===== src/axi_pkg.sv =====
package axi_pkg;

    // Bus widths
    localparam int AXI_ID_BITS    = 4;
    localparam int AXI_ADDR_BITS  = 32;
    localparam int AXI_DATA_BITS  = 32;
    localparam int AXI_LEN_BITS   = 4;
    localparam int AXI_BURST_BITS = 2;

    // Response and burst codes
    localparam logic [1:0] RESP_OKAY   = 2'b00;
    localparam logic [1:0] RESP_SLVERR = 2'b10;
    localparam logic [AXI_BURST_BITS-1:0] BURST_FIXED = 2'b00;

    typedef logic [AXI_ID_BITS-1:0]   axi_id_t;
    typedef logic [AXI_ADDR_BITS-1:0] axi_addr_t;
    typedef logic [AXI_DATA_BITS-1:0] axi_data_t;
    typedef logic [AXI_LEN_BITS-1:0]  axi_len_t;
    typedef logic [1:0]               axi_resp_t;

    // Shared by AW and AR
    typedef struct packed {
        axi_id_t                   id;
        axi_addr_t                 addr;
        axi_len_t                  len;
        logic [AXI_BURST_BITS-1:0] burst;
    } axi_ax_t;

    typedef struct packed {
        axi_data_t data;
        logic      last;
    } axi_w_t;

    typedef struct packed {
        axi_id_t   id;
        axi_data_t data;
        axi_resp_t resp;
        logic      last;
    } axi_r_t;

    typedef struct packed {
        axi_id_t   id;
        axi_resp_t resp;
    } axi_b_t;

endpackage


===== src/sctrl_pkg.sv =====
package sctrl_pkg;

    // Sample buffer
    localparam int SBUF_DEPTH    = 64;
    localparam int SBUF_IDX_BITS = 6;

    // Word address taken from byte address bits 10:2
    localparam int WORD_ADDR_BITS = 9;
    localparam int WORD_LSB       = 2;

    typedef logic [WORD_ADDR_BITS-1:0] word_addr_t;

    // Register map, in words
    localparam word_addr_t REG_ENABLE = 9'h040;
    localparam word_addr_t REG_CLEAR  = 9'h080;

    typedef enum logic [1:0] {
        REGION_BUF,
        REGION_ENABLE,
        REGION_CLEAR,
        REGION_NONE
    } region_t;

    // One sensor word is one bus word
    typedef axi_pkg::axi_data_t sample_t;

endpackage


===== src/sctrl_axi_decode.sv =====
`timescale 1ns/100ps

module sctrl_axi_decode (
    input  logic                 clk,
    input  logic                 rst,
    input  axi_pkg::axi_ax_t     aw_i,
    input  logic                 awvalid_i,
    output logic                 awready_o,
    input  axi_pkg::axi_w_t      w_i,
    input  logic                 wvalid_i,
    output logic                 wready_o,
    output logic                 bvalid_o,
    input  logic                 bready_i,
    input  axi_pkg::axi_ax_t     ar_i,
    input  logic                 arvalid_i,
    output logic                 arready_o,
    output logic                 rvalid_o,
    input  logic                 rready_i,
    output logic                 wr_en_o,
    output sctrl_pkg::region_t   wr_region_o,
    output logic                 wr_bit_o,
    output sctrl_pkg::word_addr_t cur_word_o,
    output sctrl_pkg::region_t   cur_region_o,
    output axi_pkg::axi_id_t     ax_id_o,
    output logic                 beat_last_o,
    output logic                 wr_err_o
);

    import axi_pkg::*;
    import sctrl_pkg::*;

    typedef enum logic [1:0] {
        IDLE,
        W_CH,
        B_CH,
        R_CH
    } state_t;

    state_t state, next;

    logic aw_hs, ar_hs, w_hs, r_hs, b_hs;
    logic wr_fin, rd_fin;
    logic ax_hs;
    axi_ax_t ax_sel;

    // Captured address phase
    axi_id_t                   ax_id_q;
    axi_len_t                  ax_len_q;
    logic [AXI_BURST_BITS-1:0] ax_burst_q;
    word_addr_t                cur_word;
    axi_len_t                  cnt;
    region_t                   region;
    logic                      wr_err;

    assign aw_hs  = awvalid_i & awready_o;
    assign ar_hs  = arvalid_i & arready_o;
    assign w_hs   = wvalid_i & wready_o;
    assign r_hs   = rvalid_o & rready_i;
    assign b_hs   = bvalid_o & bready_i;
    assign wr_fin = w_hs & w_i.last;
    assign rd_fin = r_hs & beat_last_o;
    assign ax_hs  = aw_hs | ar_hs;

    // AW wins when both are offered
    assign ax_sel = aw_hs ? aw_i : ar_i;

    always_ff @(posedge clk or negedge rst) begin
        if (!rst) begin
            state <= IDLE;
        end else begin
            state <= next;
        end
    end

    always_comb begin
        next = state;
        case (state)
            IDLE: begin
                if (aw_hs) begin
                    next = wr_fin ? B_CH : W_CH;
                end else if (ar_hs) begin
                    next = R_CH;
                end
            end
            W_CH: begin
                if (wr_fin) begin
                    next = B_CH;
                end
            end
            B_CH: begin
                if (b_hs) begin
                    next = aw_hs ? W_CH : ar_hs ? R_CH : IDLE;
                end
            end
            R_CH: begin
                if (rd_fin) begin
                    next = aw_hs ? W_CH : ar_hs ? R_CH : IDLE;
                end
            end
            default: next = IDLE;
        endcase
    end

    // Ready and valid per state; new address only on the final response
    always_comb begin
        awready_o = 1'b0;
        arready_o = 1'b0;
        wready_o  = 1'b0;
        case (state)
            IDLE: begin
                awready_o = 1'b1;
                arready_o = ~awvalid_i;
            end
            W_CH: wready_o = 1'b1;
            B_CH: begin
                awready_o = b_hs;
                arready_o = b_hs & ~awvalid_i;
            end
            R_CH: begin
                awready_o = rd_fin;
                arready_o = rd_fin & ~awvalid_i;
            end
            default: ;
        endcase
    end

    assign bvalid_o = (state == B_CH);
    assign rvalid_o = (state == R_CH);

    always_ff @(posedge clk) begin
        if (ax_hs) begin
            ax_id_q    <= ax_sel.id;
            ax_len_q   <= ax_sel.len;
            ax_burst_q <= ax_sel.burst;
        end
    end

    // Word address steps per beat unless FIXED
    always_ff @(posedge clk) begin
        if (ax_hs) begin
            cur_word <= ax_sel.addr[WORD_LSB +: WORD_ADDR_BITS];
        end else if ((w_hs || r_hs) && ax_burst_q != BURST_FIXED) begin
            cur_word <= cur_word + 1'b1;
        end
    end

    always_ff @(posedge clk or negedge rst) begin
        if (!rst) begin
            cnt <= '0;
        end else if (ax_hs) begin
            cnt <= '0;
        end else if (wr_fin || rd_fin) begin
            cnt <= '0;
        end else if (w_hs || r_hs) begin
            cnt <= cnt + 1'b1;
        end
    end

    always_comb begin
        if (cur_word < word_addr_t'(SBUF_DEPTH)) begin
            region = REGION_BUF;
        end else if (cur_word == REG_ENABLE) begin
            region = REGION_ENABLE;
        end else if (cur_word == REG_CLEAR) begin
            region = REGION_CLEAR;
        end else begin
            region = REGION_NONE;
        end
    end

    // Sticky over the burst; buffer is read only
    always_ff @(posedge clk or negedge rst) begin
        if (!rst) begin
            wr_err <= 1'b0;
        end else if (aw_hs) begin
            wr_err <= 1'b0;
        end else if (w_hs && (region == REGION_BUF || region == REGION_NONE)) begin
            wr_err <= 1'b1;
        end
    end

    assign wr_en_o      = w_hs;
    assign wr_region_o  = region;
    assign wr_bit_o     = w_i.data[0];
    assign cur_word_o   = cur_word;
    assign cur_region_o = region;
    assign ax_id_o      = ax_id_q;
    assign beat_last_o  = (cnt == ax_len_q);
    assign wr_err_o     = wr_err;

endmodule


===== src/sctrl_resp.sv =====
`timescale 1ns/100ps

module sctrl_resp (
    input  sctrl_pkg::word_addr_t cur_word_i,
    input  sctrl_pkg::region_t    cur_region_i,
    input  axi_pkg::axi_id_t      ax_id_i,
    input  logic                  beat_last_i,
    input  logic                  wr_err_i,
    input  sctrl_pkg::sample_t    buf_word_i,
    input  logic                  enable_i,
    input  logic                  clear_i,
    output axi_pkg::axi_r_t       r_o,
    output axi_pkg::axi_b_t       b_o
);

    import axi_pkg::*;
    import sctrl_pkg::*;

    axi_data_t rdata;

    always_comb begin
        case (cur_region_i)
            REGION_BUF: begin
                rdata = buf_word_i;
            end
            REGION_ENABLE: begin
                rdata = axi_data_t'(enable_i);
            end
            REGION_CLEAR: begin
                rdata = axi_data_t'(clear_i);
            end
            default: begin
                rdata = '0;
            end
        endcase
    end

    always_comb begin
        r_o.id   = ax_id_i;
        r_o.data = rdata;
        r_o.last = beat_last_i;
        if (cur_region_i == REGION_NONE) begin
            r_o.resp = RESP_SLVERR;
        end else begin
            r_o.resp = RESP_OKAY;
        end
    end

    // Write error accumulated over the whole burst
    always_comb begin
        b_o.id = ax_id_i;
        if (wr_err_i) begin
            b_o.resp = RESP_SLVERR;
        end else begin
            b_o.resp = RESP_OKAY;
        end
    end

endmodule


===== src/sctrl_wrapper.sv =====
`timescale 1ns/100ps

module sctrl_wrapper (
    input  logic               clk,
    input  logic               rst,
    input  axi_pkg::axi_ax_t   aw_i,
    input  logic               awvalid_i,
    output logic               awready_o,
    input  axi_pkg::axi_w_t    w_i,
    input  logic               wvalid_i,
    output logic               wready_o,
    output axi_pkg::axi_b_t    b_o,
    output logic               bvalid_o,
    input  logic               bready_i,
    input  axi_pkg::axi_ax_t   ar_i,
    input  logic               arvalid_i,
    output logic               arready_o,
    output axi_pkg::axi_r_t    r_o,
    output logic               rvalid_o,
    input  logic               rready_i,
    input  logic               sensor_ready_i,
    input  sctrl_pkg::sample_t sensor_out_i,
    output logic               sensor_en_o,
    output logic               sctrl_int_o
);

    import axi_pkg::*;
    import sctrl_pkg::*;

    // Decoder to sensor controller
    logic    wr_en;
    region_t wr_region;
    logic    wr_bit;

    // Decoder to response
    word_addr_t cur_word;
    region_t    cur_region;
    axi_id_t    ax_id;
    logic       beat_last;
    logic       wr_err;

    // Sensor controller readback
    sample_t buf_word;
    logic    enable;
    logic    clear;

    sctrl_axi_decode u_decode (
        .clk          (clk),
        .rst          (rst),
        .aw_i         (aw_i),
        .awvalid_i    (awvalid_i),
        .awready_o    (awready_o),
        .w_i          (w_i),
        .wvalid_i     (wvalid_i),
        .wready_o     (wready_o),
        .bvalid_o     (bvalid_o),
        .bready_i     (bready_i),
        .ar_i         (ar_i),
        .arvalid_i    (arvalid_i),
        .arready_o    (arready_o),
        .rvalid_o     (rvalid_o),
        .rready_i     (rready_i),
        .wr_en_o      (wr_en),
        .wr_region_o  (wr_region),
        .wr_bit_o     (wr_bit),
        .cur_word_o   (cur_word),
        .cur_region_o (cur_region),
        .ax_id_o      (ax_id),
        .beat_last_o  (beat_last),
        .wr_err_o     (wr_err)
    );

    sensor_ctrl u_sensor_ctrl (
        .clk            (clk),
        .rst            (rst),
        .wr_en_i        (wr_en),
        .wr_region_i    (wr_region),
        .wr_bit_i       (wr_bit),
        .rd_idx_i       (cur_word[SBUF_IDX_BITS-1:0]),
        .sensor_ready_i (sensor_ready_i),
        .sensor_out_i   (sensor_out_i),
        .sensor_en_o    (sensor_en_o),
        .sctrl_int_o    (sctrl_int_o),
        .enable_o       (enable),
        .clear_o        (clear),
        .buf_word_o     (buf_word)
    );

    sctrl_resp u_resp (
        .cur_word_i   (cur_word),
        .cur_region_i (cur_region),
        .ax_id_i      (ax_id),
        .beat_last_i  (beat_last),
        .wr_err_i     (wr_err),
        .buf_word_i   (buf_word),
        .enable_i     (enable),
        .clear_i      (clear),
        .r_o          (r_o),
        .b_o          (b_o)
    );

endmodule


===== src/sensor_ctrl.sv =====
`timescale 1ns/100ps

module sensor_ctrl (
    input  logic                                clk,
    input  logic                                rst,
    input  logic                                wr_en_i,
    input  sctrl_pkg::region_t                  wr_region_i,
    input  logic                                wr_bit_i,
    input  logic [sctrl_pkg::SBUF_IDX_BITS-1:0] rd_idx_i,
    input  logic                                sensor_ready_i,
    input  sctrl_pkg::sample_t                  sensor_out_i,
    output logic                                sensor_en_o,
    output logic                                sctrl_int_o,
    output logic                                enable_o,
    output logic                                clear_o,
    output sctrl_pkg::sample_t                  buf_word_o
);

    import sctrl_pkg::*;

    logic enable_q;
    logic clear_q;

    sample_t                  sbuf [SBUF_DEPTH];
    logic [SBUF_IDX_BITS-1:0] wr_ptr;
    logic                     full;
    logic                     capture;

    // Control registers take wdata bit 0
    always_ff @(posedge clk or negedge rst) begin
        if (!rst) begin
            enable_q <= 1'b0;
            clear_q  <= 1'b0;
        end else if (wr_en_i) begin
            if (wr_region_i == REGION_ENABLE) begin
                enable_q <= wr_bit_i;
            end
            if (wr_region_i == REGION_CLEAR) begin
                clear_q <= wr_bit_i;
            end
        end
    end

    assign sensor_en_o = enable_q & ~full & ~clear_q;
    assign capture     = sensor_ready_i & sensor_en_o;

    always_ff @(posedge clk or negedge rst) begin
        if (!rst) begin
            wr_ptr <= '0;
            full   <= 1'b0;
        end else if (clear_q) begin
            wr_ptr <= '0;
            full   <= 1'b0;
        end else if (capture) begin
            wr_ptr <= wr_ptr + 1'b1;
            // Last slot taken
            if (wr_ptr == SBUF_IDX_BITS'(SBUF_DEPTH - 1)) begin
                full <= 1'b1;
            end
        end
    end

    always_ff @(posedge clk) begin
        if (capture) begin
            sbuf[wr_ptr] <= sensor_out_i;
        end
    end

    assign buf_word_o  = sbuf[rd_idx_i];
    assign sctrl_int_o = full;
    assign enable_o    = enable_q;
    assign clear_o     = clear_q;

endmodule


===== config.mk =====
export PLATFORM = sky130hd
export DESIGN_NAME = sctrl_wrapper
export DESIGN_NICKNAME = d
export VERILOG_FILES = /design/src/axi_pkg.sv /design/src/sctrl_pkg.sv /design/src/sctrl_axi_decode.sv /design/src/sctrl_resp.sv /design/src/sctrl_wrapper.sv /design/src/sensor_ctrl.sv
export SDC_FILE = /design/constraint.sdc
export NUM_CORES = 2
export LEC_CHECK = 0
export ABC_AREA = 1
export CAP_MARGIN = 20
export CORE_AREA = 2 2 396 398
export DETAILED_ROUTE_END_ITERATION = 16
export DIE_AREA = 0 0 398 400
export DONT_BUFFER_PORTS = 1
export PLACE_DENSITY = 0.73
export SYNTH_ARGS = -nofsm -noshare
export SYNTH_HDL_FRONTEND = slang
export SYNTH_SLANG_ARGS = --single-unit

===== constraint.sdc =====
create_clock -name clk -period 4.8 [get_ports clk]
set_clock_uncertainty 0.15 [all_clocks]
set_input_delay 0.48 -clock clk [delete_from_list [all_inputs] [get_ports clk]]
set_output_delay 0.48 -clock clk [all_outputs]
set_load 0.02 [all_outputs]

[After elaboration in Yosys (flattened, before gate mapping)]
Memory sizes are Yosys's and may differ from the RTL's. A register that Yosys moved wholly into a read port is not among the register bits.
Cells that the tools add are included.
Operators by class
  add/subtract/negate cells: 3
  magnitude comparators: 1
  equality and inequality tests: 14
  mux-type cells: 34
  bitwise gates (word level): 16
  reductions and logical operators: 17
Operator list (number)
  case mux 32 bit (3 select lines): 1
  two-way mux 42 bit: 1
  two-way mux 2 bit: 12
  two-way mux 6 bit: 3
  two-way mux 9 bit: 2
  bitwise AND 1 bit: 12
  two-way mux 4 bit: 3
  nonzero test 2 bit: 5
  adder 9 x 1 -> 9 bit, second input constant: 1
  == test 9 x 7 -> 1 bit, second input constant: 1
  == test 9 x 8 -> 1 bit, second input constant: 1
  < comparator 9 x 7 -> 1 bit, second input constant: 1
  two-way mux 1 bit: 9
  == test 2 bit, second input constant: 4
  case mux 2 bit (4 select lines): 1
  adder 6 x 1 -> 6 bit, second input constant: 1
  == test 6 bit, second input constant: 1
  case mux 1 bit (3 select lines): 2
  AND reduction 2 bit: 3
  adder 4 x 1 -> 4 bit, second input constant: 1
  == test 2 x 1 -> 1 bit, second input constant: 2
  == test 4 bit: 1
  zero test 2 bit: 2
  inequality test 2 bit, second input constant: 2
  other kinds (8): 13
Storage, ports and cells
  register bits: 35
  bits in writable memories: 2048
  output and inout port bits: 52
  logic and storage cells: 97
  memories: 1
Memories
  u_sensor_ctrl.sbuf: words 64, width 32, rd ports 1, clocked after Yosys merged registers in 1, write ports 1, RTL line sensor_ctrl.sv:24  | sample_t sbuf [SBUF_DEPTH];

[Logic depth before layout (Yosys ltp)]
  depth after elaboration: 10
  depth in mapped cells: 13
  mapped depth without buffers: 13

[Modules after synthesis]
From an unflattened synthesis, not the netlist that was laid out.
Unflattened totals
  cell total of the unflattened synthesis: 7112
  area total of the unflattened synthesis: 84708.7 um2
By module, submodules not included
  sensor_ctrl: times used 1, cells each 6793, area each 82541.7 um2
  sctrl_axi_decode: times used 1, cells each 232, area each 1745.4 um2
  sctrl_resp: times used 1, cells each 87, area each 421.7 um2

[Worst setup path after synthesis]
Ideal clock, no wire load.
  path type: register to register
  start point: register u_sensor_ctrl.clear_q, in the netlist u_sensor_ctrl.clear_o
  end point: memory u_sensor_ctrl.sbuf[63][0] (netlist bit) (enable)
  setup time: 0.502 ns
  arrival: 4.148 ns
  required time: 4.148 ns
  slack: 0.000 ns
  cell stages (with the launch flop): 6
  path buffers: 0
  cell sequence: dfrtp_1 inv_1 nand2_1 nor2_1 nand2_1 nor4_1
On the way
  word-level cells in the longest chain between the ends: 5
Ends and longest elaborated chain
  start: declaration: RTL line sensor_ctrl.sv:22  | logic clear_q;
  start signal: assignment: RTL line sensor_ctrl.sv:39  | clear_q <= wr_bit_i;
  NOT 1 bit: RTL line sensor_ctrl.sv:44  | assign sensor_en_o = enable_q & ~full & ~clear_q;
  bitwise AND 1 bit: RTL line sensor_ctrl.sv:44
  via sensor_en_o: RTL line sctrl_wrapper.sv:23  | output logic sensor_en_o,
  bitwise AND 1 bit: RTL line sensor_ctrl.sv:45  | assign capture = sensor_ready_i & sensor_en_o;
  two-way mux 1 bit: RTL line sensor_ctrl.sv:64  | if (capture) begin
  two-way mux 1 bit (implied by the code): RTL line sensor_ctrl.sv:65  | sbuf[wr_ptr] <= sensor_out_i;
  end: declaration: RTL line sensor_ctrl.sv:24
The timed path passes the listed nets, and every way through them passes these cells.

==> results.json <==
{
  "status": "completed",
  "synth-compound-area-share_pct": 0.210,
  "cpPeakStageDelay_ps": 580,
  "cts_resized": 0,
  "multi_input_area_um2": 19900,
  "power_density_nw_per_um2": 564,
  "clock_sinks": 2089,
  "min_period_ps": 4780,
  "finalMaxSlewViolations": 0,
  "synth_xor_xnor_area_share_pct": 0.0829,
  "hold_start": "arvalid_i",
  "synth_common_cells": "nand2_1, edfxtp_1, nand3_1",
  "vias": 56600,
  "place_congestion": 0.881,
  "final_cells": 9304,
  "path_clk_slew_ps": 60,
  "dpl.cell_count": 8806,
  "grt_pass1_wl_mm": 335,
  "cp_slowest_cell": "buf_12",
  "cts_tree": "yes",
  "setup_viol": 0,
  "postRouteAntennaNets": 0,
  "synth.mux.area_fraction_pct": 0,
  "h-tree-depth": 4,
  "max-vdd-ir-drop_v": 0.000564,
  "grt_overflow_total": 0,
  "relSlewSlack_pct": 16.4,
  "clkLatencyLatePin_ps": 850,
  "yosysWarnings": 0,
  "hpwl_mm": 120,
  "cpLargestDelayFamily": "simple AND/OR/NAND/NOR gates",
  "post-route-period-util_pct": 99.6,
  "synth_area_per_cell_um2": 12.0,
  "synthCells": 7019,
  "startpoint_type": "flip-flop",
  "ff_latch_area_um2": 62600,
  "r2r_slack_ps": 1010,
  "core_um2": 155000,
  "async_flop_share_pct": 0.766,
  "clock_path_buffers": 3,
  "synth_cell_types": 40,
  "wl_per_cell_um": 24.4,
  "synthSimpleGateAreaFrac_pct": 22.5,
  "die_w_um": 398,
  "grt_max_degree": 215,
  "required_ps": 4170,
  "cts_setup_buffers": 0,
  "synthAdderAreaFrac_pct": 0.133,
  "syn2layout_area_growth_pct": 13.3,
  "critPathMostFrequentCell": "nand3_1",
  "cp_max_fo": 192,
  "power.leakage_nw": 33.6,
  "numCtsBuffers": 200,
  "regToRegStartpoint": "u_sensor_ctrl.clear_o",
  "fp.dieH_um": 400,
  "nets": 7240,
  "crit_arrival_ps": 4150,
  "wirelength_mm": 227,
  "crit_type": "reg -> out",
  "yosysMostFrequentCell": "nand2_1",
  "row_count": 145,
  "hold_viol": 0,
  "rr_worst_depth": 8,
  "tightest_slew_ps": 1250,
  "rsz0062_at_grt": "no",
  "firstDrtPassIters": 6,
  "synth.top_cell.area_share_pct": 73.4,
  "synthTopCellsByArea": "edfxtp_1, nand3_1, nand2_1, buf_2, nor2_1",
  "maxCapViolCount": 0,
  "cp.depth": 11,
  "antenna_found_initial": 5,
  "synth_top_family_by_area": "simple AND/OR/NAND/NOR gates",
  "cts_hold_buf": 120,
  "end_kind": "output pin",
  "ios": 209,
  "synth_edf_count": 2067,
  "first_global_vias": 54200,
  "synth_area_um2": 84600,
  "via_per_inst": 6.08,
  "drc": 0,
  "setup_tns_ps": 0,
  "drt_iter0_drc": 8048,
  "crit_path_cell_trace": "clkinv_16, buf_12, nand2_1, nand3_1, nand3_1, nand3_1, nand3_1, nand3_1, nand2_1, nor2_1, buf_4",
  "grt.total_usage_pct": 28.3,
  "max_clock_freq_mhz": 209,
  "start_util_pct": 54.5,
  "critPathBufInv": 3,
  "drive_above_1_share_pct": 8.27,
  "holdCritPathClass": "in -> reg",
  "fin_util_pct": 61.8,
  "yosys_register_bits": 2089,
  "port_buffers": 0,
  "synth_ff_type": "edfxtp_1",
  "min_path_cells": 3,
  "die-area_um2": 159000,
  "fill_cells": 11100,
  "ys_seq_area_share_pct": 74.0,
  "ctsRootBufferMaster": "clkbuf_16",
  "yosysTopAreaCell": "edfxtp_1"
}
[stage by stage]
step                      hold slack, ps  power, mW  setup slack (ps)  cell area, µm²
after global placement              35.5       37.6              1170           87600
final                                176       54.0              19.5           95800
after CTS                           97.3       53.7               283           95700
after detailed placement            35.6       38.0              1070           87600
after global routing                 205       56.3              30.3           95800
after floorplan                     34.4       32.7              1340           84600
[cell type report]
type	count	area share, %
Sequential cell	2089	65.4
Multi-Input combinational cell	4421	20.8
Clock buffer	249	5.52
Timing Repair Buffer	315	4.29
Tap cell	2058	2.69
Clock inverter	124	1.14
Inverter	47	0.232
Antenna cell	1	0.00261
[state kept, by name (all words and copies together), names as in the netlist, named ones only]
register                   count
u_sensor_ctrl.sbuf          2048
u_decode.cur_word_o            9
u_sensor_ctrl.wr_ptr           6
u_decode.ax_id_o               4
u_decode.ax_len_q              4
u_decode.cnt                   4
u_decode.ax_burst_q            2
u_decode.state                 2
u_decode.wr_err_o              1
u_sensor_ctrl.clear_o          1
u_sensor_ctrl.enable_o         1
u_sensor_ctrl.sctrl_int_o      1
[cell families (layout without fill, tap and decap cells)]
logic type,after synthesis,after routing
buf+inv,510,735
fa+ha+maj,9,9
compound gates,30,30
xor+xnor,8,8
flops,2089,2089
other cells,1,3
simple gates,4372,4372
[power breakdown]
| part | switching, mW | leakage [nW] | internal, mW |
|---|---|---|---|
| clock | 6.75 | 3.11 | 8.60 |
| sequential | 0.391 | 18.9 | 20.3 |
| combinational | 13.0 | 11.6 | 5.02 |
| total | 20.1 | 33.6 | 33.9 |
[metal layers]
layer | track usage (%) | vias up | part of all wire (%)
met5 | 0 | - | 0.019
met4 | 11.0 | 8 | 3.6
met3 | 6.12 | 468 | 12
met2 | 45.3 | 3525 | 48
met1 | 38.2 | 27500 | 37
li1 | - | 25100 | -
[worst paths after layout]
path | endpoint
worst max-delay path | r_o[26]
worst min-delay path | u_decode.cur_word_o[5]
worst max register to register | u_sensor_ctrl.sbuf[50][22]
worst min register to register | u_sensor_ctrl.enable_o
max in group asynchronous | u_decode.cnt[1]
min in group asynchronous | u_sensor_ctrl.wr_ptr[0]
[worst register-to-register path, delay by kind of cell (launching register included)]
family | cells | cell delay, ps
simple gates | 6 | 2380
flops | 1 | 510
buf+inv | 2 | 470
[placed cells by master (no fill, tap or decap), types with 6 or more instances in the layout]
cell	Yosys	layout
nor2_1	129	65
a21oi_1	8	8
clkbuf_1	88	42
xor2_1	6	6
buf_4	48	124
clkinv_2	0	38
inv_1	38	36
edfxtp_1	2067	2067
nand3_1	1987	1987
clkbuf_16	0	203
dfrtp_1	16	16
ha_1	9	9
buf_16	0	34
clkinv_1	2	50
clkinvlp_4	0	7
bufinv_16	0	14
nand2_1	2217	2217
nor2_4	1	65
buf_12	0	67
nand4_1	6	6
o21ai_0	9	9
and3_1	18	18
dlygate4sd3_1	0	89
Note: power is estimated with default switching activity, not from simulation.
